<file path="src/hw/l2_settings.svh">
`ifndef L2_SETTINGS_SVH
`define L2_SETTINGS_SVH

// Geometry of the L2 metadata arrays
`define L2_NUM_SETS 16
`define L2_SET_INDEX_WIDTH 4

// Width of the tag kept per line
`define L2_TAG_WIDTH 12

// A line address is the tag followed by the set index in the low bits
`define L2_ADDR_WIDTH 16

// Fixed at four by the two-bit way fields and the three-bit LRU tree
`define L2_NUM_WAYS 4

`endif

</file>
<file path="src/hw/l2_pkg.sv">
`include "l2_settings.svh"
`default_nettype none

package l2_pkg;

	// Operations a request can carry through the tag pipeline
	typedef enum logic [1:0]
	{
		L2_OP_READ = 2'd0,
		L2_OP_WRITE = 2'd1,
		L2_OP_FLUSH = 2'd2
	} l2_op_t;

	// Tag stored per way, also used on the ports between the stages
	typedef logic [`L2_TAG_WIDTH - 1:0] l2_tag_t;

endpackage

`default_nettype wire

</file>
<file path="src/hw/sram_1r1w.sv">
`timescale 1ns/1ps
`default_nettype none

// Synchronous memory with one read and one write port.
// The read data is registered and held while no read is requested
module sram_1r1w
	#(parameter type entry_t = logic,
	parameter int NUM_ENTRIES = 16,
	parameter int ADDR_WIDTH = 4)
	(input wire logic clk,
	input wire logic rd_enable_i,
	input wire logic [ADDR_WIDTH - 1:0] rd_addr_i,
	output entry_t rd_data_o,
	input wire logic wr_enable_i,
	input wire logic [ADDR_WIDTH - 1:0] wr_addr_i,
	input wire entry_t wr_data_i);

	entry_t mem [NUM_ENTRIES];

	always_ff @(posedge clk)
	begin
		if (wr_enable_i)
			mem[wr_addr_i] <= wr_data_i;
	end

	// A read of the address being written in the same cycle returns the old contents
	always_ff @(posedge clk)
	begin
		if (rd_enable_i)
			rd_data_o <= mem[rd_addr_i];
	end

	rd_addr_in_range: assert property (@(posedge clk)
		rd_enable_i |-> rd_addr_i < NUM_ENTRIES);

	wr_addr_in_range: assert property (@(posedge clk)
		wr_enable_i |-> wr_addr_i < NUM_ENTRIES);

endmodule

`default_nettype wire

</file>
<file path="src/hw/cache_lru.sv">
`timescale 1ns/1ps
`default_nettype none

// Tree pseudo-LRU for a four-way cache.
// Bit 0 chooses the victim pair, bit 1 the way within pair 0/1
// and bit 2 the way within pair 2/3
module cache_lru
	#(parameter int NUM_SETS = 16,
	parameter int SET_INDEX_WIDTH = 4)
	(input wire logic clk,
	input wire logic reset,
	input wire logic rd_enable_i,
	input wire logic [SET_INDEX_WIDTH - 1:0] set_i,
	output logic [1:0] lru_way_o,
	input wire logic update_i,
	input wire logic [SET_INDEX_WIDTH - 1:0] update_set_i,
	input wire logic [1:0] mru_way_i);

	logic [2:0] tree [NUM_SETS];
	logic [2:0] updated_tree;
	logic [2:0] read_tree;

	function automatic logic [1:0] victim_of(input logic [2:0] bits);
		if (bits[0])
			return bits[2] ? 2'd3 : 2'd2;
		else
			return bits[1] ? 2'd1 : 2'd0;
	endfunction

	// Point the root away from the pair of the used way, and the
	// pair bit at the other way of that pair
	always_comb
	begin
		updated_tree = tree[update_set_i];
		updated_tree[0] = ~mru_way_i[1];
		if (mru_way_i[1])
			updated_tree[2] = ~mru_way_i[0];
		else
			updated_tree[1] = ~mru_way_i[0];
	end

	// A lookup of the set updated at the same edge must see the new tree
	assign read_tree = (update_i && update_set_i == set_i) ? updated_tree : tree[set_i];

	always_ff @(posedge clk, posedge reset)
	begin
		if (reset)
		begin
			for (int s = 0; s < NUM_SETS; s++)
				tree[s] <= 3'b000;

			lru_way_o <= 2'd0;
		end
		else
		begin
			if (update_i)
				tree[update_set_i] <= updated_tree;

			if (rd_enable_i)
				lru_way_o <= victim_of(read_tree);
		end
	end

endmodule

`default_nettype wire

</file>
<file path="src/hw/l2_tag_stage.sv">
`timescale 1ns/1ps
`include "l2_settings.svh"
`default_nettype none

// First pipeline stage. Issues the metadata reads for all four ways and
// registers the request, so the next stage sees both one cycle later
module l2_tag_stage
	(input wire logic clk,
	input wire logic reset,
	input wire logic stall_i,
	input wire logic req_valid_i,
	input wire l2_pkg::l2_op_t req_op_i,
	input wire logic [`L2_ADDR_WIDTH - 1:0] req_addr_i,
	input wire logic upd_tag_en_i,
	input wire logic [1:0] upd_way_i,
	input wire logic [`L2_SET_INDEX_WIDTH - 1:0] upd_set_i,
	input wire l2_pkg::l2_tag_t upd_tag_i,
	input wire logic upd_valid_i,
	input wire logic upd_dirty_en_i,
	input wire logic upd_dirty_i,
	input wire logic upd_lru_en_i,
	input wire logic [1:0] upd_mru_way_i,
	output logic tag_valid_o,
	output l2_pkg::l2_op_t tag_op_o,
	output logic [`L2_ADDR_WIDTH - 1:0] tag_addr_o,
	output l2_pkg::l2_tag_t tag_way_tag0_o,
	output l2_pkg::l2_tag_t tag_way_tag1_o,
	output l2_pkg::l2_tag_t tag_way_tag2_o,
	output l2_pkg::l2_tag_t tag_way_tag3_o,
	output logic tag_way_valid0_o,
	output logic tag_way_valid1_o,
	output logic tag_way_valid2_o,
	output logic tag_way_valid3_o,
	output logic tag_way_dirty0_o,
	output logic tag_way_dirty1_o,
	output logic tag_way_dirty2_o,
	output logic tag_way_dirty3_o,
	output logic [1:0] tag_lru_way_o);

	logic [`L2_SET_INDEX_WIDTH - 1:0] req_set;
	logic read_en;
	logic same_set;
	logic [`L2_NUM_WAYS - 1:0] upd_tag_way;
	logic [`L2_NUM_WAYS - 1:0] upd_dirty_way;
	logic [`L2_NUM_SETS - 1:0] valid_bits [`L2_NUM_WAYS];
	l2_pkg::l2_tag_t sram_tag [`L2_NUM_WAYS];
	logic sram_dirty [`L2_NUM_WAYS];
	l2_pkg::l2_tag_t way_tag [`L2_NUM_WAYS];
	logic [`L2_NUM_WAYS - 1:0] way_dirty;
	logic [`L2_NUM_WAYS - 1:0] way_valid_q;
	logic [`L2_NUM_WAYS - 1:0] fwd_tag_q;
	logic [`L2_NUM_WAYS - 1:0] fwd_dirty_q;
	l2_pkg::l2_tag_t fwd_tag_data_q;
	logic fwd_dirty_data_q;

	assign req_set = req_addr_i[`L2_SET_INDEX_WIDTH - 1:0];
	assign read_en = req_valid_i && !stall_i;
	assign same_set = upd_set_i == req_set;

	for (genvar w = 0; w < `L2_NUM_WAYS; w++)
	begin : gen_way
		assign upd_tag_way[w] = upd_tag_en_i && upd_way_i == 2'(w);
		assign upd_dirty_way[w] = upd_dirty_en_i && upd_way_i == 2'(w);

		sram_1r1w #(
			.entry_t(l2_pkg::l2_tag_t),
			.NUM_ENTRIES(`L2_NUM_SETS),
			.ADDR_WIDTH(`L2_SET_INDEX_WIDTH)
		) tag_mem (
			.clk(clk),
			.rd_enable_i(read_en),
			.rd_addr_i(req_set),
			.rd_data_o(sram_tag[w]),
			.wr_enable_i(upd_tag_way[w]),
			.wr_addr_i(upd_set_i),
			.wr_data_i(upd_tag_i));

		sram_1r1w #(
			.entry_t(logic),
			.NUM_ENTRIES(`L2_NUM_SETS),
			.ADDR_WIDTH(`L2_SET_INDEX_WIDTH)
		) dirty_mem (
			.clk(clk),
			.rd_enable_i(read_en),
			.rd_addr_i(req_set),
			.rd_data_o(sram_dirty[w]),
			.wr_enable_i(upd_dirty_way[w]),
			.wr_addr_i(upd_set_i),
			.wr_data_i(upd_dirty_i));

		// The SRAMs return stale data for a set written at the read edge
		assign way_tag[w] = fwd_tag_q[w] ? fwd_tag_data_q : sram_tag[w];
		assign way_dirty[w] = fwd_dirty_q[w] ? fwd_dirty_data_q : sram_dirty[w];
	end

	cache_lru #(
		.NUM_SETS(`L2_NUM_SETS),
		.SET_INDEX_WIDTH(`L2_SET_INDEX_WIDTH)
	) lru (
		.clk(clk),
		.reset(reset),
		.rd_enable_i(read_en),
		.set_i(req_set),
		.lru_way_o(tag_lru_way_o),
		.update_i(upd_lru_en_i),
		.update_set_i(upd_set_i),
		.mru_way_i(upd_mru_way_i));

	// Valid bits live in flops so that reset can clear every line
	always_ff @(posedge clk, posedge reset)
	begin
		if (reset)
		begin
			for (int w = 0; w < `L2_NUM_WAYS; w++)
				valid_bits[w] <= '0;
		end
		else
		begin
			for (int w = 0; w < `L2_NUM_WAYS; w++)
			begin
				if (upd_tag_way[w])
					valid_bits[w][upd_set_i] <= upd_valid_i;
			end
		end
	end

	always_ff @(posedge clk, posedge reset)
	begin
		if (reset)
		begin
			tag_valid_o <= 1'b0;
			way_valid_q <= '0;
			fwd_tag_q <= '0;
			fwd_dirty_q <= '0;
		end
		else if (!stall_i)
		begin
			tag_valid_o <= req_valid_i;
			if (req_valid_i)
			begin
				fwd_tag_q <= upd_tag_way & {`L2_NUM_WAYS{same_set}};
				fwd_dirty_q <= upd_dirty_way & {`L2_NUM_WAYS{same_set}};
				for (int w = 0; w < `L2_NUM_WAYS; w++)
					way_valid_q[w] <= (upd_tag_way[w] && same_set) ? upd_valid_i
						: valid_bits[w][req_set];
			end
		end
	end

	always_ff @(posedge clk)
	begin
		if (read_en)
		begin
			tag_op_o <= req_op_i;
			tag_addr_o <= req_addr_i;
			fwd_tag_data_q <= upd_tag_i;
			fwd_dirty_data_q <= upd_dirty_i;
		end
	end

	assign tag_way_tag0_o = way_tag[0];
	assign tag_way_tag1_o = way_tag[1];
	assign tag_way_tag2_o = way_tag[2];
	assign tag_way_tag3_o = way_tag[3];
	assign tag_way_valid0_o = way_valid_q[0];
	assign tag_way_valid1_o = way_valid_q[1];
	assign tag_way_valid2_o = way_valid_q[2];
	assign tag_way_valid3_o = way_valid_q[3];
	assign tag_way_dirty0_o = way_dirty[0];
	assign tag_way_dirty1_o = way_dirty[1];
	assign tag_way_dirty2_o = way_dirty[2];
	assign tag_way_dirty3_o = way_dirty[3];

	// Every accepted request must carry one of the defined operations
	req_op_known: assert property (@(posedge clk) disable iff (reset)
		read_en |-> req_op_i inside {l2_pkg::L2_OP_READ, l2_pkg::L2_OP_WRITE,
			l2_pkg::L2_OP_FLUSH});

endmodule

`default_nettype wire

</file>
<file path="src/hw/l2_update_stage.sv">
`timescale 1ns/1ps
`include "l2_settings.svh"
`default_nettype none

// Second pipeline stage. Decides hit or miss, picks the way to use,
// writes the new metadata back into the tag stage and registers the response
module l2_update_stage
	(input wire logic clk,
	input wire logic reset,
	input wire logic stall_i,
	input wire logic tag_valid_i,
	input wire l2_pkg::l2_op_t tag_op_i,
	input wire logic [`L2_ADDR_WIDTH - 1:0] tag_addr_i,
	input wire l2_pkg::l2_tag_t tag_way_tag0_i,
	input wire l2_pkg::l2_tag_t tag_way_tag1_i,
	input wire l2_pkg::l2_tag_t tag_way_tag2_i,
	input wire l2_pkg::l2_tag_t tag_way_tag3_i,
	input wire logic tag_way_valid0_i,
	input wire logic tag_way_valid1_i,
	input wire logic tag_way_valid2_i,
	input wire logic tag_way_valid3_i,
	input wire logic tag_way_dirty0_i,
	input wire logic tag_way_dirty1_i,
	input wire logic tag_way_dirty2_i,
	input wire logic tag_way_dirty3_i,
	input wire logic [1:0] tag_lru_way_i,
	output logic upd_tag_en_o,
	output logic [1:0] upd_way_o,
	output logic [`L2_SET_INDEX_WIDTH - 1:0] upd_set_o,
	output l2_pkg::l2_tag_t upd_tag_o,
	output logic upd_valid_o,
	output logic upd_dirty_en_o,
	output logic upd_dirty_o,
	output logic upd_lru_en_o,
	output logic [1:0] upd_mru_way_o,
	output logic resp_valid_o,
	output l2_pkg::l2_op_t resp_op_o,
	output logic [`L2_ADDR_WIDTH - 1:0] resp_addr_o,
	output logic resp_hit_o,
	output logic [1:0] resp_way_o,
	output logic resp_writeback_o,
	output logic [`L2_ADDR_WIDTH - 1:0] resp_victim_addr_o);

	l2_pkg::l2_tag_t req_tag;
	logic [`L2_SET_INDEX_WIDTH - 1:0] req_set;
	l2_pkg::l2_tag_t way_tag [`L2_NUM_WAYS];
	logic [`L2_NUM_WAYS - 1:0] way_valid;
	logic [`L2_NUM_WAYS - 1:0] way_dirty;
	logic [`L2_NUM_WAYS - 1:0] way_match;
	logic [1:0] hit_way;
	logic [1:0] alloc_way;
	logic [1:0] used_way;
	logic hit;
	logic is_flush;
	logic is_write;
	logic replace;
	logic active;
	logic writeback;

	assign req_tag = tag_addr_i[`L2_ADDR_WIDTH - 1:`L2_SET_INDEX_WIDTH];
	assign req_set = tag_addr_i[`L2_SET_INDEX_WIDTH - 1:0];
	assign way_tag = '{tag_way_tag0_i, tag_way_tag1_i, tag_way_tag2_i, tag_way_tag3_i};
	assign way_valid = {tag_way_valid3_i, tag_way_valid2_i, tag_way_valid1_i, tag_way_valid0_i};
	assign way_dirty = {tag_way_dirty3_i, tag_way_dirty2_i, tag_way_dirty1_i, tag_way_dirty0_i};

	always_comb
	begin
		for (int w = 0; w < `L2_NUM_WAYS; w++)
			way_match[w] = way_valid[w] && way_tag[w] == req_tag;
	end

	// Scanning downwards leaves the lowest matching or free way selected
	always_comb
	begin
		hit_way = 2'd0;
		alloc_way = tag_lru_way_i;
		for (int w = `L2_NUM_WAYS - 1; w >= 0; w--)
		begin
			if (way_match[w])
				hit_way = 2'(w);

			if (!way_valid[w])
				alloc_way = 2'(w);
		end
	end

	assign hit = |way_match;
	assign used_way = hit ? hit_way : alloc_way;
	assign is_flush = tag_op_i == l2_pkg::L2_OP_FLUSH;
	assign is_write = tag_op_i == l2_pkg::L2_OP_WRITE;
	assign active = tag_valid_i && !stall_i;

	// The line in used_way changes identity on a fill, or goes away on a flush hit
	assign replace = is_flush ? hit : !hit;
	assign writeback = replace && way_valid[used_way] && way_dirty[used_way];

	assign upd_tag_en_o = active && replace;
	assign upd_way_o = used_way;
	assign upd_set_o = req_set;
	assign upd_tag_o = req_tag;
	assign upd_valid_o = !is_flush;

	// Writes mark the line dirty, fills and flushes leave it clean
	assign upd_dirty_en_o = active && (is_write || replace);
	assign upd_dirty_o = is_write;

	assign upd_lru_en_o = active && !is_flush;
	assign upd_mru_way_o = used_way;

	always_ff @(posedge clk, posedge reset)
	begin
		if (reset)
			resp_valid_o <= 1'b0;
		else if (!stall_i)
			resp_valid_o <= tag_valid_i;
	end

	always_ff @(posedge clk)
	begin
		if (active)
		begin
			resp_op_o <= tag_op_i;
			resp_addr_o <= tag_addr_i;
			resp_hit_o <= hit;
			resp_way_o <= (is_flush && !hit) ? 2'd0 : used_way;
			resp_writeback_o <= writeback;
			resp_victim_addr_o <= {way_tag[used_way], req_set};
		end
	end

	// Allocation only fills a way on a miss, so a line never sits in two ways
	one_way_match: assert property (@(posedge clk) disable iff (reset)
		tag_valid_i |-> $onehot0(way_match));

endmodule

`default_nettype wire

</file>
<file path="src/hw/l2_tag_pipeline.sv">
`timescale 1ns/1ps
`include "l2_settings.svh"
`default_nettype none

// Two-stage L2 tag pipeline: metadata lookup followed by hit check and update
module l2_tag_pipeline
	(input wire logic clk,
	input wire logic reset,
	input wire logic stall_i,
	input wire logic req_valid_i,
	input wire l2_pkg::l2_op_t req_op_i,
	input wire logic [`L2_ADDR_WIDTH - 1:0] req_addr_i,
	output logic resp_valid_o,
	output l2_pkg::l2_op_t resp_op_o,
	output logic [`L2_ADDR_WIDTH - 1:0] resp_addr_o,
	output logic resp_hit_o,
	output logic [1:0] resp_way_o,
	output logic resp_writeback_o,
	output logic [`L2_ADDR_WIDTH - 1:0] resp_victim_addr_o);

	logic tag_valid;
	l2_pkg::l2_op_t tag_op;
	logic [`L2_ADDR_WIDTH - 1:0] tag_addr;
	l2_pkg::l2_tag_t tag_way_tag0;
	l2_pkg::l2_tag_t tag_way_tag1;
	l2_pkg::l2_tag_t tag_way_tag2;
	l2_pkg::l2_tag_t tag_way_tag3;
	logic tag_way_valid0;
	logic tag_way_valid1;
	logic tag_way_valid2;
	logic tag_way_valid3;
	logic tag_way_dirty0;
	logic tag_way_dirty1;
	logic tag_way_dirty2;
	logic tag_way_dirty3;
	logic [1:0] tag_lru_way;
	logic upd_tag_en;
	logic [1:0] upd_way;
	logic [`L2_SET_INDEX_WIDTH - 1:0] upd_set;
	l2_pkg::l2_tag_t upd_tag;
	logic upd_valid;
	logic upd_dirty_en;
	logic upd_dirty;
	logic upd_lru_en;
	logic [1:0] upd_mru_way;

	l2_tag_stage tag_stage (
		.clk(clk),
		.reset(reset),
		.stall_i(stall_i),
		.req_valid_i(req_valid_i),
		.req_op_i(req_op_i),
		.req_addr_i(req_addr_i),
		.upd_tag_en_i(upd_tag_en),
		.upd_way_i(upd_way),
		.upd_set_i(upd_set),
		.upd_tag_i(upd_tag),
		.upd_valid_i(upd_valid),
		.upd_dirty_en_i(upd_dirty_en),
		.upd_dirty_i(upd_dirty),
		.upd_lru_en_i(upd_lru_en),
		.upd_mru_way_i(upd_mru_way),
		.tag_valid_o(tag_valid),
		.tag_op_o(tag_op),
		.tag_addr_o(tag_addr),
		.tag_way_tag0_o(tag_way_tag0),
		.tag_way_tag1_o(tag_way_tag1),
		.tag_way_tag2_o(tag_way_tag2),
		.tag_way_tag3_o(tag_way_tag3),
		.tag_way_valid0_o(tag_way_valid0),
		.tag_way_valid1_o(tag_way_valid1),
		.tag_way_valid2_o(tag_way_valid2),
		.tag_way_valid3_o(tag_way_valid3),
		.tag_way_dirty0_o(tag_way_dirty0),
		.tag_way_dirty1_o(tag_way_dirty1),
		.tag_way_dirty2_o(tag_way_dirty2),
		.tag_way_dirty3_o(tag_way_dirty3),
		.tag_lru_way_o(tag_lru_way));

	l2_update_stage update_stage (
		.clk(clk),
		.reset(reset),
		.stall_i(stall_i),
		.tag_valid_i(tag_valid),
		.tag_op_i(tag_op),
		.tag_addr_i(tag_addr),
		.tag_way_tag0_i(tag_way_tag0),
		.tag_way_tag1_i(tag_way_tag1),
		.tag_way_tag2_i(tag_way_tag2),
		.tag_way_tag3_i(tag_way_tag3),
		.tag_way_valid0_i(tag_way_valid0),
		.tag_way_valid1_i(tag_way_valid1),
		.tag_way_valid2_i(tag_way_valid2),
		.tag_way_valid3_i(tag_way_valid3),
		.tag_way_dirty0_i(tag_way_dirty0),
		.tag_way_dirty1_i(tag_way_dirty1),
		.tag_way_dirty2_i(tag_way_dirty2),
		.tag_way_dirty3_i(tag_way_dirty3),
		.tag_lru_way_i(tag_lru_way),
		.upd_tag_en_o(upd_tag_en),
		.upd_way_o(upd_way),
		.upd_set_o(upd_set),
		.upd_tag_o(upd_tag),
		.upd_valid_o(upd_valid),
		.upd_dirty_en_o(upd_dirty_en),
		.upd_dirty_o(upd_dirty),
		.upd_lru_en_o(upd_lru_en),
		.upd_mru_way_o(upd_mru_way),
		.resp_valid_o(resp_valid_o),
		.resp_op_o(resp_op_o),
		.resp_addr_o(resp_addr_o),
		.resp_hit_o(resp_hit_o),
		.resp_way_o(resp_way_o),
		.resp_writeback_o(resp_writeback_o),
		.resp_victim_addr_o(resp_victim_addr_o));

endmodule

`default_nettype wire

</file>
<file path="config.mk">
export PLATFORM = sky130hd
export DESIGN_NAME = l2_tag_pipeline
export DESIGN_NICKNAME = d
export VERILOG_FILES = /design/src/hw/l2_pkg.sv /design/src/hw/sram_1r1w.sv /design/src/hw/cache_lru.sv /design/src/hw/l2_tag_stage.sv /design/src/hw/l2_update_stage.sv /design/src/hw/l2_tag_pipeline.sv
export VERILOG_INCLUDE_DIRS = /design/src /design/src/hw
export SDC_FILE = /design/constraint.sdc
export NUM_CORES = 1
export LEC_CHECK = 0
export BUFFER_PORTS_ARGS = -buffer_cell sky130_fd_sc_hd__buf_2
export CORE_ASPECT_RATIO = 1.25
export CORE_MARGIN = 2
export CORE_UTILIZATION = 47
export CTS_BUF_LIST = sky130_fd_sc_hd__clkbuf_16
export DETAILED_ROUTE_END_ITERATION = 10
export SLEW_MARGIN = 20
export SYNTH_ARGS = -nofsm -noshare
export SYNTH_HDL_FRONTEND = slang
export SYNTH_SLANG_ARGS = --single-unit
</file>
<file path="constraint.sdc">
create_clock -name clk -period 10.35 [get_ports clk]
set_input_delay 2.07 -clock clk [delete_from_list [all_inputs] [get_ports clk]]
set_output_delay 2.07 -clock clk [all_outputs]
set_load 0.005 [all_outputs]
</file>
# Word-level counts from Yosys, hierarchy flattened
# Memory sizes are Yosys's and may differ from the RTL's. A register that Yosys moved wholly into a read port is not among the register bits.
# Index checks and enable logic that the tools add are counted.
# W data, S select, Z words.
dict set report classes {
  magnitude_cmp 8
  eq_ne 10
  muxes 74
  bitwise 8
  n_reduce_logical 34
}
# operator n
set op_table {}
lappend op_table {{$mux W12} 6}
lappend op_table {{$bwmux W16} 4}
lappend op_table {{$bwmux W48} 1}
lappend op_table {{$eq A12 B12 Y1} 4}
lappend op_table {{$mux W1} 36}
lappend op_table {{$logic_and A1 B1 Y1} 27}
lappend op_table {{$bmux W12 S2} 1}
lappend op_table {{$bmux W3 S4} 2}
lappend op_table {{$mux W2} 10}
lappend op_table {{$mux W3} 6}
lappend op_table {{$bmux W1 S4} 4}
lappend op_table {{$demux W3 S4} 1}
lappend op_table {{$ge A5 B5 Y1 const B} 2}
lappend op_table {{$lt A4 B5 Y1 const B} 2}
lappend op_table {{$not A4 Y5} 2}
lappend op_table {{$and A4 B4 Y4} 2}
lappend op_table {{$eq A2 B2 Y1 const B} 3}
lappend op_table {{$lt A5 B1 Y1 const B} 1}
lappend op_table {{$bmux W1 S2} 2}
lappend op_table {{$demux W1 S4} 1}
lappend op_table {{$eq A2 B1 Y1 const B} 2}
lappend op_table {{$eq A4 B4 Y1} 1}
lappend op_table {{$ge A4 B1 Y1 const B} 1}
lappend op_table {{$reduce_or A4 Y1} 1}
lappend op_table {{other kinds (8)} 12}
dict set report totals {
  ff_bits 197
  ramBits 832
  in_bits 22
  output_inout_bits 39
  n_memories 8
}
# name depth word_bits read_ports rd_ports_with_merged_regs wr line_no
set memory_table {}
lappend memory_table {{tag_stage.gen_way[0].tag_mem.mem} 16 12 1 1 1 sram_1r1w.sv:18} ;# entry_t mem [NUM_ENTRIES];
lappend memory_table {{tag_stage.gen_way[1].tag_mem.mem} 16 12 1 1 1 sram_1r1w.sv:18}
lappend memory_table {{tag_stage.gen_way[2].tag_mem.mem} 16 12 1 1 1 sram_1r1w.sv:18}
lappend memory_table {{tag_stage.gen_way[3].tag_mem.mem} 16 12 1 1 1 sram_1r1w.sv:18}
lappend memory_table {{tag_stage.gen_way[0].dirty_mem.mem} 16 1 1 1 1 sram_1r1w.sv:18}
lappend memory_table {{tag_stage.gen_way[1].dirty_mem.mem} 16 1 1 1 1 sram_1r1w.sv:18}
lappend memory_table {{+2 memories} n/a n/a n/a n/a n/a n/a}

# Longest topological paths before layout
# Gate-level depths: netlist (run 1).
dict set report depth {
  ltp_word 13
  mapped_depth 17
}

# Cells and area by module
# A second synthesis (run 1) with hierarchy kept.
dict set report hier_totals {
  hier_cells 2403
  area_unflattened_um2 44850.5
}
# mod instances cells_per_inst area_per_inst_um2
set modules_own_cells {}
lappend modules_own_cells {{sram_1r1w (tag_stage.gen_way[0].tag_mem ...)} 4 329 7719.9}
lappend modules_own_cells {l2_tag_stage 1 438 5592.9}
lappend modules_own_cells {{sram_1r1w (tag_stage.gen_way[0].dirty_mem ...)} 4 47 755.7}
lappend modules_own_cells {cache_lru 1 226 2748.9}
lappend modules_own_cells {l2_update_stage 1 235 2606.2}

# Worst setup path after synthesis (run 1)
# No wires, ideal clock.
dict set report synth_path {
  path_kind {input -> register}
  startpoint {input port stall_i}
  endpoint {register tag_stage.valid_bits[54] (netlist bit)}
  setup_time_ps 125
  arrival_ps 5372
  slack_ps 4853
  path_stages 6
  path_buffers 2
  cell_sequence {nor2b_1 clkbuf_1 nand2_1 clkbuf_1 nor3_1 mux2_2}
}
dict set report synth_via {
  elab_chain_len 4
}
# item line_no
set synth_rtl {}
lappend synth_rtl {{start, declared} l2_tag_pipeline.sv:9} ;# input wire logic stall_i,
lappend synth_rtl {{$logic_not A1 Y1} l2_update_stage.sv:91} ;# assign active = tag_valid_i && !stall_i;
lappend synth_rtl {{$logic_and A1 B1 Y1} l2_update_stage.sv:91}
lappend synth_rtl {{named net update_stage.active} l2_update_stage.sv:57} ;# logic active;
lappend synth_rtl {{$logic_and A1 B1 Y1} l2_update_stage.sv:97} ;# assign upd_tag_en_o = active && replace;
lappend synth_rtl {{$logic_and A1 B1 Y1} l2_tag_stage.sv:62} ;# assign upd_tag_way[w] = upd_tag_en_i && upd_way_i == 2'(w);
lappend synth_rtl {{end signal, assigned by index} l2_tag_stage.sv:122} ;# valid_bits[w][upd_set_i] <= upd_valid_i;
lappend synth_rtl {{end, declared} l2_tag_stage.sv:45} ;# logic [`L2_NUM_SETS - 1:0] valid_bits [`L2_NUM_WAYS];
# The timed path passes the listed nets, and every way through them passes these cells.
# A chain may end at the register's enable or synchronous reset.

# Final worst setup path (run 1)
dict set report layout_path {
  startpoint {register tag_stage.fwd_tag_q[3]}
  endpoint {register tag_stage.valid_bits[31] (netlist bit)}
}
dict set report layout_via {
  elab_chain_len 10
  elab_cells_between_ends 14
  classes_between {eq/ne: 2; mux: 7; reduce/logical: 5}
}
# item line_no
set layout_rtl {}
lappend layout_rtl {{start, declared} l2_tag_stage.sv:51} ;# logic [`L2_NUM_WAYS - 1:0] fwd_tag_q;
lappend layout_rtl {{start signal, assigned} l2_tag_stage.sv:141} ;# fwd_tag_q <= upd_tag_way & {`L2_NUM_WAYS{same_set}};
lappend layout_rtl {{$mux W12 *} l2_tag_stage.sv:92} ;# assign way_tag[w] = fwd_tag_q[w] ? fwd_tag_data_q : sram_tag[w];
lappend layout_rtl {{$eq A12 B12 Y1 *} l2_update_stage.sv:69} ;# way_match[w] = way_valid[w] && way_tag[w] == req_tag;
lappend layout_rtl {{$logic_and A1 B1 Y1 *} l2_update_stage.sv:69}
lappend layout_rtl {{$mux W2 (4 in series)} l2_update_stage.sv:79} ;# if (way_match[w])
lappend layout_rtl {{$mux W2} l2_update_stage.sv:88} ;# assign used_way = hit ? hit_way : alloc_way;
lappend layout_rtl {{$eq A2 B2 Y1} l2_tag_stage.sv:62}
lappend layout_rtl {{$logic_and A1 B1 Y1 *} l2_tag_stage.sv:62}
# Mark *: on every way between the ends. The rest lies on a longest branch, timed or not.

==> results.toml, run 1 <==
[drt]
dr.first_iter.drc_count = 2275
vias_per_cell = 6.112
wl_um = 107800
drcViolationCount = 0
vias = 21560
wl_per_cell_um = 30.57
first_pass_iters = 6
antenna_left = 0

[clock_tree]
cts-buffers-inserted = 102
cts_root_buf = "clkbuf_16"
cts_tree = "built"
cts.htree.levels = 3
clock_latency_ns = 0.68
post_cts_buffers = 0
clock_path_buffers = 3
cts-resized-gates = 0
clkSinkCount = 1077
cts_hold_buf = 0
clk_pin_slew_ns = 0.07

[min_path]
min_to = "update_stage.resp_valid_o$_DFFE_PP0N_"
hp-start = "update_stage.resp_valid_o$_DFFE_PP0N_"
hold-path-cell-count = 1
min_path_type = "reg -> reg"

[sta]
hold_viol = 0
clock_skew_ns = 0.03083
setup_tns_ns = 0
tightest_slew_ns = 1.005
relSlewSlack = 0.3280
finalMaxSlewViolations = 0
setup_viol = 0
min_period_ns = 5.383
min_period_over_period = 0.5201
max_freq_mhz = 185.8
rsz0062_at_grt = "no"
setup_slack_ns = 4.967

[synth]
synth_top_family_by_area = "multiplexers"
synth.top_cell.area_share = 0.6539
synth-edff-count = 949
avgSynthCellArea_um2 = 20.54
synth_compound_area_frac = 0.01272
yosysSeqAreaShare = 0.7274
synthXorXnorAreaFrac = 0.01045
synth_cells = 2122
syn_area_mm2 = 0.04358
syn_nets = 2145
yosysWarnings = 0
yosys-top-cells-area = "edfxtp_1 65%, mux4_2 16%, dfrtp_1 7.3%"
synth.area.mux_share = 0.1980
async_flop_share = 0.1188
yosys.cell_types.count = 64
ys_seq_elements = 1077
synthAdderAreaFrac = 0.0002871
synth_flop_cell = "edfxtp_1"
synth-simple-area-share = 0.03649
synth_top_area_cell = "edfxtp_1"

[status]
status = "complete, no violations"

[setup_path]
required_ns = 10.92
worst_setup_path_end_kind = "flop"
reg2reg_to = "tag_stage.valid_bits[31]$_DFFE_PP0P_"
crit_type = "reg -> reg"
r2r_start = "tag_stage.fwd_tag_q[3]$_DFFE_PP0P_"
critPathMaxFanout = 31
cp.arrival_ns = 5.95
reg2reg_depth = 9
ff2ff_setup_slack_ns = 4.97
startpoint_type = "flop"

[layout]
areaGrowthSynthToFinish_pct = 12.47
fillers = 7082
antennaDiodeCount = 0
final_core_util = 0.5345
fin_nets = 2266
drive_gt1_frac = 0.3265

[floorplan]
core_area_mm2 = 0.09169
ios = 61
die_area_mm2 = 0.09519
start_util = 0.4753
rows = 124
die_y_um = 344.5
die-width_um = 276.4

[global_route]
grt_max_degree = 122
grtUsageTotal = 0.2311
grt_pass1_wl_um = 158900
grt_overflow = 0
grt_pass1_vias = 22260
antenna_found_initial = 1

[place]
place_ws_ns = 4.992
place_hpwl_um = 62730
gp_congestion = 0.8883
io_buffers = 60

[pwr]
p_total_mw = 9.323
p_per_area_mw_per_mm2 = 190.2
p_leak_nw = 16.25
ir_drop_mv = 0.1133

[flow_run]
drv_cap = 0
-- cell type report --
cell class | count | area [um2] | area share
Clock buffer | 105 | 2628 | 0.05361
Clock inverter | 87 | 684.4 | 0.01396
Inverter | 8 | 37.54 | 0.0007658
Multi-Input combinational cell | 909 | 11480 | 0.2342
Sequential cell | 1077 | 31700 | 0.6468
Tap cell | 1197 | 1498 | 0.03056
Timing Repair Buffer | 145 | 988.4 | 0.02017
-- worst max path at each step --
stage                                                      end  cells after the start                                from  slack [ns]
after floorplan           tag_stage.valid_bits[54]$_DFFE_PP0P_                      6                             stall_i        4.85
after global placement    tag_stage.valid_bits[15]$_DFFE_PP0P_                     14  tag_stage.fwd_tag_q[0]$_DFFE_PP0P_        4.85
after detailed placement  tag_stage.valid_bits[17]$_DFFE_PP0P_                      9  tag_stage.fwd_tag_q[3]$_DFFE_PP0P_        4.99
after CTS                 tag_stage.valid_bits[17]$_DFFE_PP0P_                      9  tag_stage.fwd_tag_q[3]$_DFFE_PP0P_        4.97
after global routing      tag_stage.valid_bits[30]$_DFFE_PP0P_                      9  tag_stage.fwd_tag_q[3]$_DFFE_PP0P_        4.63
final                     tag_stage.valid_bits[31]$_DFFE_PP0P_                      9  tag_stage.fwd_tag_q[3]$_DFFE_PP0P_        4.97
-- metal layers --
layer  track usage  part of all wire
met1        0.3256              0.42
met2        0.3854              0.50
met3       0.03197             0.058
met4       0.05863             0.019
met5             0                 0
-- critical path, cell delays in order, from the launching register on --
cell and delay (ns):
dfrtp_1 0.94, mux2i_1 0.34, xnor2_1 0.09, nor4_1 0.39
nand4_1 0.27, nand3_1 0.22, and2_2 0.64, nand3_2 0.85
nor3_4 1.08, mux2_2 0.42
-- per-stage QoR --
step | hold WS (ns) | instance area [um2] | cells
CTS | 0.4783 | 49010 | 3528
floorplan | 0.4206 | 43580 | 2122
detailed placement | 0.4626 | 45700 | 3336
global placement | 0.4578 | 45700 | 3336
global route | 0.4920 | 49010 | 3528
finish | 0.4736 | 49010 | 3528
-- cells in the final DEF (no fill, tap or decap), types with 22 or more instances in the layout --
master     count
buf_4         85
dfrtp_1      128
xnor2_1       34
inv_1         31
buf_2         56
mux2_2       102
nor2_1       124
nand2_1       53
mux4_2       305
o21ai_0       26
nand3_1       22
mux2i_1       60
clkinv_1      24
clkbuf_16    105
edfxtp_1     949
-- cell usage after synthesis (4+ instances only) --
cell,instances
inv_1,7
o21ai_0,26
mux2i_1,60
xor2_1,18
buf_2,14
nand3_1,22
and2_1,4
buf_1,24
nor2_4,9
nor2_1,125
nor2b_1,8
nor3_1,24
mux4_2,305
mux2_2,102
nor4_1,5
xnor2_1,34
nand2_1,54
nor3_2,13
nor3b_1,4
edfxtp_1,949
dfrtp_1,128
clkbuf_1,74
buf_6,10
o311ai_0,12
a21oi_1,13
nand4_1,8
nand2b_1,9
a2bb2oi_1,4
buf_4,5
-- cell families (layout without fill, tap and decap cells) --
kind of cell,Yosys count,count (layout)
xor gates and xnor gates,52,52
buffers and inverters,136,345
AOI/OAI and AO/OA,81,81
and+or+nand+nor,307,307
DFF,1077,1077
adders and majority gates,1,1
muxes,468,468
-- registers in the layout, indices dropped and copies added, names as in the netlist, 4 cells and up --
name,count
tag_stage.gen_way.tag_mem.mem,768
tag_stage.gen_way.dirty_mem.mem,64
tag_stage.valid_bits,64
tag_stage.gen_way.tag_mem.rd_data_o,48
tag_stage.lru.tree,48
tag_stage.tag_addr_o,16
update_stage.resp_victim_addr_o,16
tag_stage.fwd_tag_data_q,12
update_stage.resp_addr_o,12
tag_stage.fwd_dirty_q,4
tag_stage.fwd_tag_q,4
tag_stage.gen_way.dirty_mem.rd_data_o,4
tag_stage.way_valid_q,4
-- power breakdown --
group / switching, mW / leakage, nW / internal, mW
clock: 1.60 / 1.73 / 2.11
combinational: 0.400 / 4.23 / 0.277
sequential: 0.0793 / 10.3 / 4.86
total: 2.07 / 16.3 / 7.25
Note: power is estimated with default switching activity, not from simulation.
==> run 2, diff against run 1 <==
Clock period 10.35 ns to 4.9 ns, I/O delays scaled along.
==> run 2 against run 1 <==
Worst setup slack worse by 4.6 ns; clock skew is 0.0046 ns lower; via count is 0.16% higher; non-clock buffer count is 44 higher; first-iteration DRC count is 2.7% lower; clock power is 110% higher; sequential cell count stayed put; die area stayed put; sequential share of layout area is 0.41 points lower; core utilization is 0.35 points higher; critical endpoint is now tag_stage.valid_bits[6]$_DFFE_PP0P_; largest power group unchanged; highest routed layer unchanged.
==> results.toml, run 2 (synthesized netlist as in run 1, its figures left out) <==
[status]
status = "complete, no violations"

[place]
gp_congestion = 0.8914
io_buffers = 60
place_hpwl_um = 66540

[setup_path]
required_ns = 5.45
cp.arrival_ns = 5.03
startpoint_type = "flop"
worst_setup_path_end_kind = "flop"
critPathMaxFanout = 20
crit_type = "reg -> reg"

[floorplan]
core_area_mm2 = 0.09169
die-width_um = 276.4
ios = 61
die_area_mm2 = 0.09519
start_util = 0.4753
rows = 124
die_y_um = 344.5

[sta]
hold_viol = 0
tightest_slew_ns = 1.109
max_freq_mhz = 223.0
finalMaxSlewViolations = 0
relSlewSlack = 0.2605
clock_skew_ns = 0.02623
min_period_over_period = 0.9150
hold-worst-slack_ns = 0.4505
min_period_ns = 4.483
setup_viol = 0
rsz0062_at_grt = "no"
setup_tns_ns = 0

[flow_run]
drv_cap = 0

[min_path]
min_path_type = "in -> async"

[drt]
vias_per_cell = 6.048
route.met2.wl_um = 51800
vias = 21600
wl_um = 107200
wl_per_cell_um = 30.01
antenna_left = 0
top_layer = "met4"
dr.first_iter.drc_count = 2213
drcViolationCount = 0
met1_length_um = 46330
first_pass_iters = 7
met3_length_um = 6657

[pwr]
p_total_mw = 19.76
sw_frac_of_total = 0.2259
power_frac_seq = 0.529
pwr-share-comb = 0.074
p_leak_nw = 16.31
internal_power_mw = 15.30
switching_power_mw = 4.463
ir_drop_mv = 0.2616
p_clk_frac = 0.397
p_per_area_mw_per_mm2 = 400.6

[layout]
drive_gt1_frac = 0.3404
final_common_cell = "edfxtp_1"
multi_input_area_mm2 = 0.01136
mostFrequentLayoutCells = "949 x edfxtp_1, 305 x mux4_2, 126 x dfrtp_1"
fin_nets = 2311
antennaDiodeCount = 0
fillers = 7006
areaGrowthSynthToFinish_pct = 13.19
regMostFlops = "tag_stage.gen_way.tag_mem.mem"
regArea_mm2 = 0.03170
largest_reg_flops = 768
largestRegisters = "tag_stage.gen_way.tag_mem.mem: 768 flops, tag_stage.gen_way.dirty_mem.mem: 64 flops, tag_stage.valid_bits: 64 flops"

[clock_tree]
cts_root_buf = "clkbuf_16"
clk_pin_slew_ns = 0.07
cts-buffers-inserted = 103
post_cts_buffers = 0
clkSinkCount = 1077
clock_path_buffers = 3
cts.htree.levels = 3
cts_tree = "built"
clock_latency_ns = 0.68

[global_route]
grt_pass1_vias = 22000
grt_overflow = 0
grtUsageTotal = 0.2277
grt_max_degree = 101
grt_pass1_wl_um = 156400
antenna_found_initial = 2
-- run 2: cell count changes in the layout (fill, tap and decap cells not counted), sizes merged --
cell,before,now
buf,145,189
bufinv,11,10
inv,34,37
clkinvlp,2,6
clkinv,48,41
-- run 2: power groups by stage --
stage	sequential, mW	clock (mW)	combinational [mW]
after floorplan	10.6	0	0.902
after detailed placement	10.6	0	1.48
after CTS	10.5	7.98	1.48
after global placement	10.6	0	1.45
final	10.5	7.84	1.46
after global routing	10.5	8.34	1.56
-- run 2: cell type report --
cell class / count / area share
Timing Repair Buffer: 189 / 0.02826
Tap cell: 1197 / 0.03036
Inverter: 8 / 0.0008116
Clock inverter: 86 / 0.01431
Sequential cell: 1077 / 0.6427
Clock buffer: 105 / 0.05326
Multi-Input combinational cell: 909 / 0.2303
-- run 2: per-stage QoR --
stage	area [um2]	util	setup WS (ns)	std cells
after floorplan	43580	-	0.3379	2122
after global placement	45990	0.5016	0.3746	3380
after detailed placement	45990	0.5016	0.2370	3380
after CTS	49320	0.5379	0.2252	3571
after global routing	49330	0.5380	0.1173	3571
final	49330	0.5380	0.4166	3571
-- run 2: critical path, stage by stage, from the launching register on --
cell     delay [ns]
dfrtp_1        0.86
mux2i_1        0.33
xnor2_1        0.09
nor4_1         0.45
nand4_1        0.27
nand3_1        0.16
inv_1          0.07
ha_1           0.37
nand2_2        0.07
or2_1          0.61
buf_4          0.34
nor2_4         0.31
mux2_2         0.38
-- run 2: path summary, 6_finish.rpt --
path	startpoint	to	slack (ns)	cells after the start
max in group asynchronous	reset	tag_stage.valid_bits[2]$_DFFE_PP0P_	3.40	3
max reg2reg	tag_stage.fwd_tag_q[3]$_DFFE_PP0P_	tag_stage.valid_bits[6]$_DFFE_PP0P_	0.42	12
max	tag_stage.fwd_tag_q[3]$_DFFE_PP0P_	tag_stage.valid_bits[6]$_DFFE_PP0P_	0.42	12
min reg2reg	tag_stage.lru.tree[30]$_DFFE_PP0P_	tag_stage.lru.tree[30]$_DFFE_PP0P_	0.48	2
min	reset	tag_stage.valid_bits[4]$_DFFE_PP0P_	0.45	2
min in group clk	req_op_i[1]	tag_stage.tag_op_o[1]$_DFFE_PP_	0.48	1
-- run 2: per-layer routing --
layer	vias up	track usage
li1	8999	-
met4	0	0.05806
met1	11700	0.3259
met2	753	0.3692
met5	-	0
met3	145	0.03759
-- run 2: repair_timing --
| item | CTS | global route |
|---|---|---|
| gates resized for setup | 0 | 2 |
| endpoints found under the setup margin | 0 | 1 |
| hold buffers | 0 | 0 |
==> run 3, diff against run 2 <==
Settings changed: BUFFER_PORTS_ARGS -buffer_cell sky130_fd_sc_hd__buf_2 to -buffer_cell sky130_fd_sc_hd__clkbuf_2, CORE_UTILIZATION 47 to 56, PLACE_DENSITY set to 0.75.
==> run 3 against run 2 <==
Clock skew is 0.0079 ns higher; cell count fell by 4.4%; total power shrank 1.1%; routed wire length is 6.3% lower; sequential share of layout area up 0.35 points; critical endpoint is now tag_stage.gen_way[2].tag_mem.mem[7][3]$_DFFE_PP_; highest routed layer unchanged.
==> results.toml, run 3 (synthesized netlist as in run 1, its figures left out) <==
[pwr]
power_frac_seq = 0.536
p_per_area_mw_per_mm2 = 398.3
pwr-share-comb = 0.073
p_leak_nw = 16.23
internal_power_mw = 15.11
switching_power_mw = 4.426
p_clk_frac = 0.391
ir_drop_mv = 0.3028
sw_frac_of_total = 0.2265
p_total_mw = 19.54

[clock_tree]
cts-buffers-inserted = 98
cts_root_buf = "clkbuf_16"
cts_hold_buf = 0
clock_latency_ns = 0.69
cts_tree = "built"
cts-resized-gates = 0
cts.htree.levels = 3
clkSinkCount = 1077
clk_pin_slew_ns = 0.06
clock_path_buffers = 3
post_cts_buffers = 0

[flow_run]
drv_cap = 0

[setup_path]
crit_type = "reg -> reg"
crit_chain = "mux2i_1 > xnor2_1 > nor4_1 > and4_1 > nor2_1 > nand3_1 > inv_1 > ha_1 > nand2_2 > buf_4 > nor3_2 > buf_4"
critPathBufInv = 3
cp_slowest_cell = "dfrtp_1"
ff2ff_setup_slack_ns = 0.37
required_ns = 5.27
r2r_start = "tag_stage.fwd_tag_q[0]$_DFFE_PP0P_"
cpPeakStageDelay_ns = 0.97
cp.arrival_ns = 4.89
cp-endpoint = "tag_stage.gen_way[2].tag_mem.mem[7][3]$_DFFE_PP_"
worst_setup_path_end_kind = "flop"
crit_start = "tag_stage.fwd_tag_q[0]$_DFFE_PP0P_"
reg2reg_depth = 12
crit_top_cell = "buf_4"
path_delay_family = "simple AND/OR/NAND/NOR gates"
critical_path_depth = 12
critPathMaxFanout = 32
reg2reg_to = "tag_stage.gen_way[2].tag_mem.mem[7][3]$_DFFE_PP_"
startpoint_type = "flop"

[sta]
clock_skew_ns = 0.03411
finalMaxSlewViolations = 0
max_freq_mhz = 221.0
setup_slack_ns = 0.3747
relSlewSlack = 0.3381
min_period_over_period = 0.9235
tightest_slew_ns = 0.9929
hold_viol = 0
rsz0062_at_grt = "no"
setup_viol = 0
setup_tns_ns = 0
min_period_ns = 4.525

[place]
io_buffers = 60
placed_cell_area_mm2 = 0.04581
gp_congestion = 0.9203
place_hpwl_um = 63950
place_ws_ns = 0.4582

[drt]
first_pass_iters = 6
vias_per_cell = 6.376
drcViolationCount = 0
wl_per_cell_um = 29.42
antenna_left = 0
dr.first_iter.drc_count = 2832
vias = 21770
wl_um = 100400

[global_route]
grtUsageTotal = 0.2579
grt_max_degree = 98
grt_pass1_wl_um = 149000
antenna_found_initial = 0
grt_overflow = 0
grt_pass1_vias = 22160

[floorplan]
rows = 114
die-width_um = 253.5
start_util = 0.5648
die_area_mm2 = 0.08008
die_y_um = 315.9
core_area_mm2 = 0.07717
ios = 61

[min_path]
min_path_type = "in -> async"

[layout]
largest_reg_flops = 768
areaGrowthSynthToFinish_pct = 12.57
final_cell_area_mm2 = 0.04906
mostFrequentLayoutCells = "949 x edfxtp_1, 305 x mux4_2, 128 x dfrtp_1"
fin_nets = 2308
fillers = 5006
regMostFlops = "tag_stage.gen_way.tag_mem.mem"
antennaDiodeCount = 0
final_common_cell = "edfxtp_1"
largestRegisters = "tag_stage.gen_way.tag_mem.mem: 768 flops, tag_stage.gen_way.dirty_mem.mem: 64 flops, tag_stage.valid_bits: 64 flops"
drive_gt1_frac = 0.3397

[status]
status = "complete, no violations"
run 3: layout make-up:
type | count | area, um2 | share of cell area
inverters | 8 | 37.54 | 0.0007651
clock buffers | 99 | 2477 | 0.05050
flip-flops and latches | 1077 | 31700 | 0.6461
repair buffers | 191 | 1426 | 0.02907
multi-input cells | 909 | 11360 | 0.2316
clock inverters | 86 | 750.7 | 0.01530
well taps | 1044 | 1306 | 0.02663
run 3: worst min path at each step:
| stage | slack [ns] | from | end |
|---|---|---|---|
| after floorplan | 0.42 | tag_stage.tag_addr_o[0]$_DFFE_PP_ | update_stage.resp_victim_addr_o[0]$_DFFE_PP_ |
| after global placement | 0.46 | tag_stage.lru.tree[36]$_DFFE_PP0P_ | tag_stage.lru.tree[36]$_DFFE_PP0P_ |
| after detailed placement | 0.47 | tag_stage.lru.tree[27]$_DFFE_PP0P_ | tag_stage.lru.tree[27]$_DFFE_PP0P_ |
| after CTS | 0.44 | req_addr_i[14] | tag_stage.tag_addr_o[14]$_DFFE_PP_ |
| after global routing | 0.32 | reset | tag_stage.lru.tree[43]$_DFFE_PP0P_ |
| final | 0.31 | reset | tag_stage.lru.tree[43]$_DFFE_PP0P_ |
run 3: per-layer routing:
metal  GRT usage  vias up  routed length (um)
met5           0        -                   0
met4     0.07961        0                2888
met3     0.05804      189                8667
met2      0.4101      975               48600
met1      0.3624    11620               40290
li1            -     8985                   -
run 3: worst reg2reg max path, stage by stage (launching register included):
cell and delay, ns:
dfrtp_1 0.97, mux2i_1 0.37, xnor2_1 0.10, nor4_1 0.38, and4_1 0.36, nor2_1 0.12, nand3_1 0.14, inv_1 0.06
ha_1 0.38, nand2_2 0.07, buf_4 0.32, nor3_2 0.67, buf_4 0.29
run 3: power by group through the flow:
stage | logic, mW | clock network (mW) | registers (mW)
floorplan | 0.902 | 0 | 10.6
global placement | 1.38 | 0 | 10.6
detailed placement | 1.42 | 0 | 10.7
CTS | 1.43 | 7.75 | 10.5
global route | 1.52 | 8.11 | 10.5
finish | 1.43 | 7.64 | 10.5
run 3: metrics by stage:
stage / std cells / hold slack (ns) / util
final: 3414 / 0.3087 / 0.6358
after global routing: 3414 / 0.3212 / 0.6358
after CTS: 3413 / 0.4387 / 0.6354
after detailed placement: 3228 / 0.4666 / 0.5936
after global placement: 3228 / 0.4575 / 0.5936
after floorplan: 2122 / 0.4206 / -
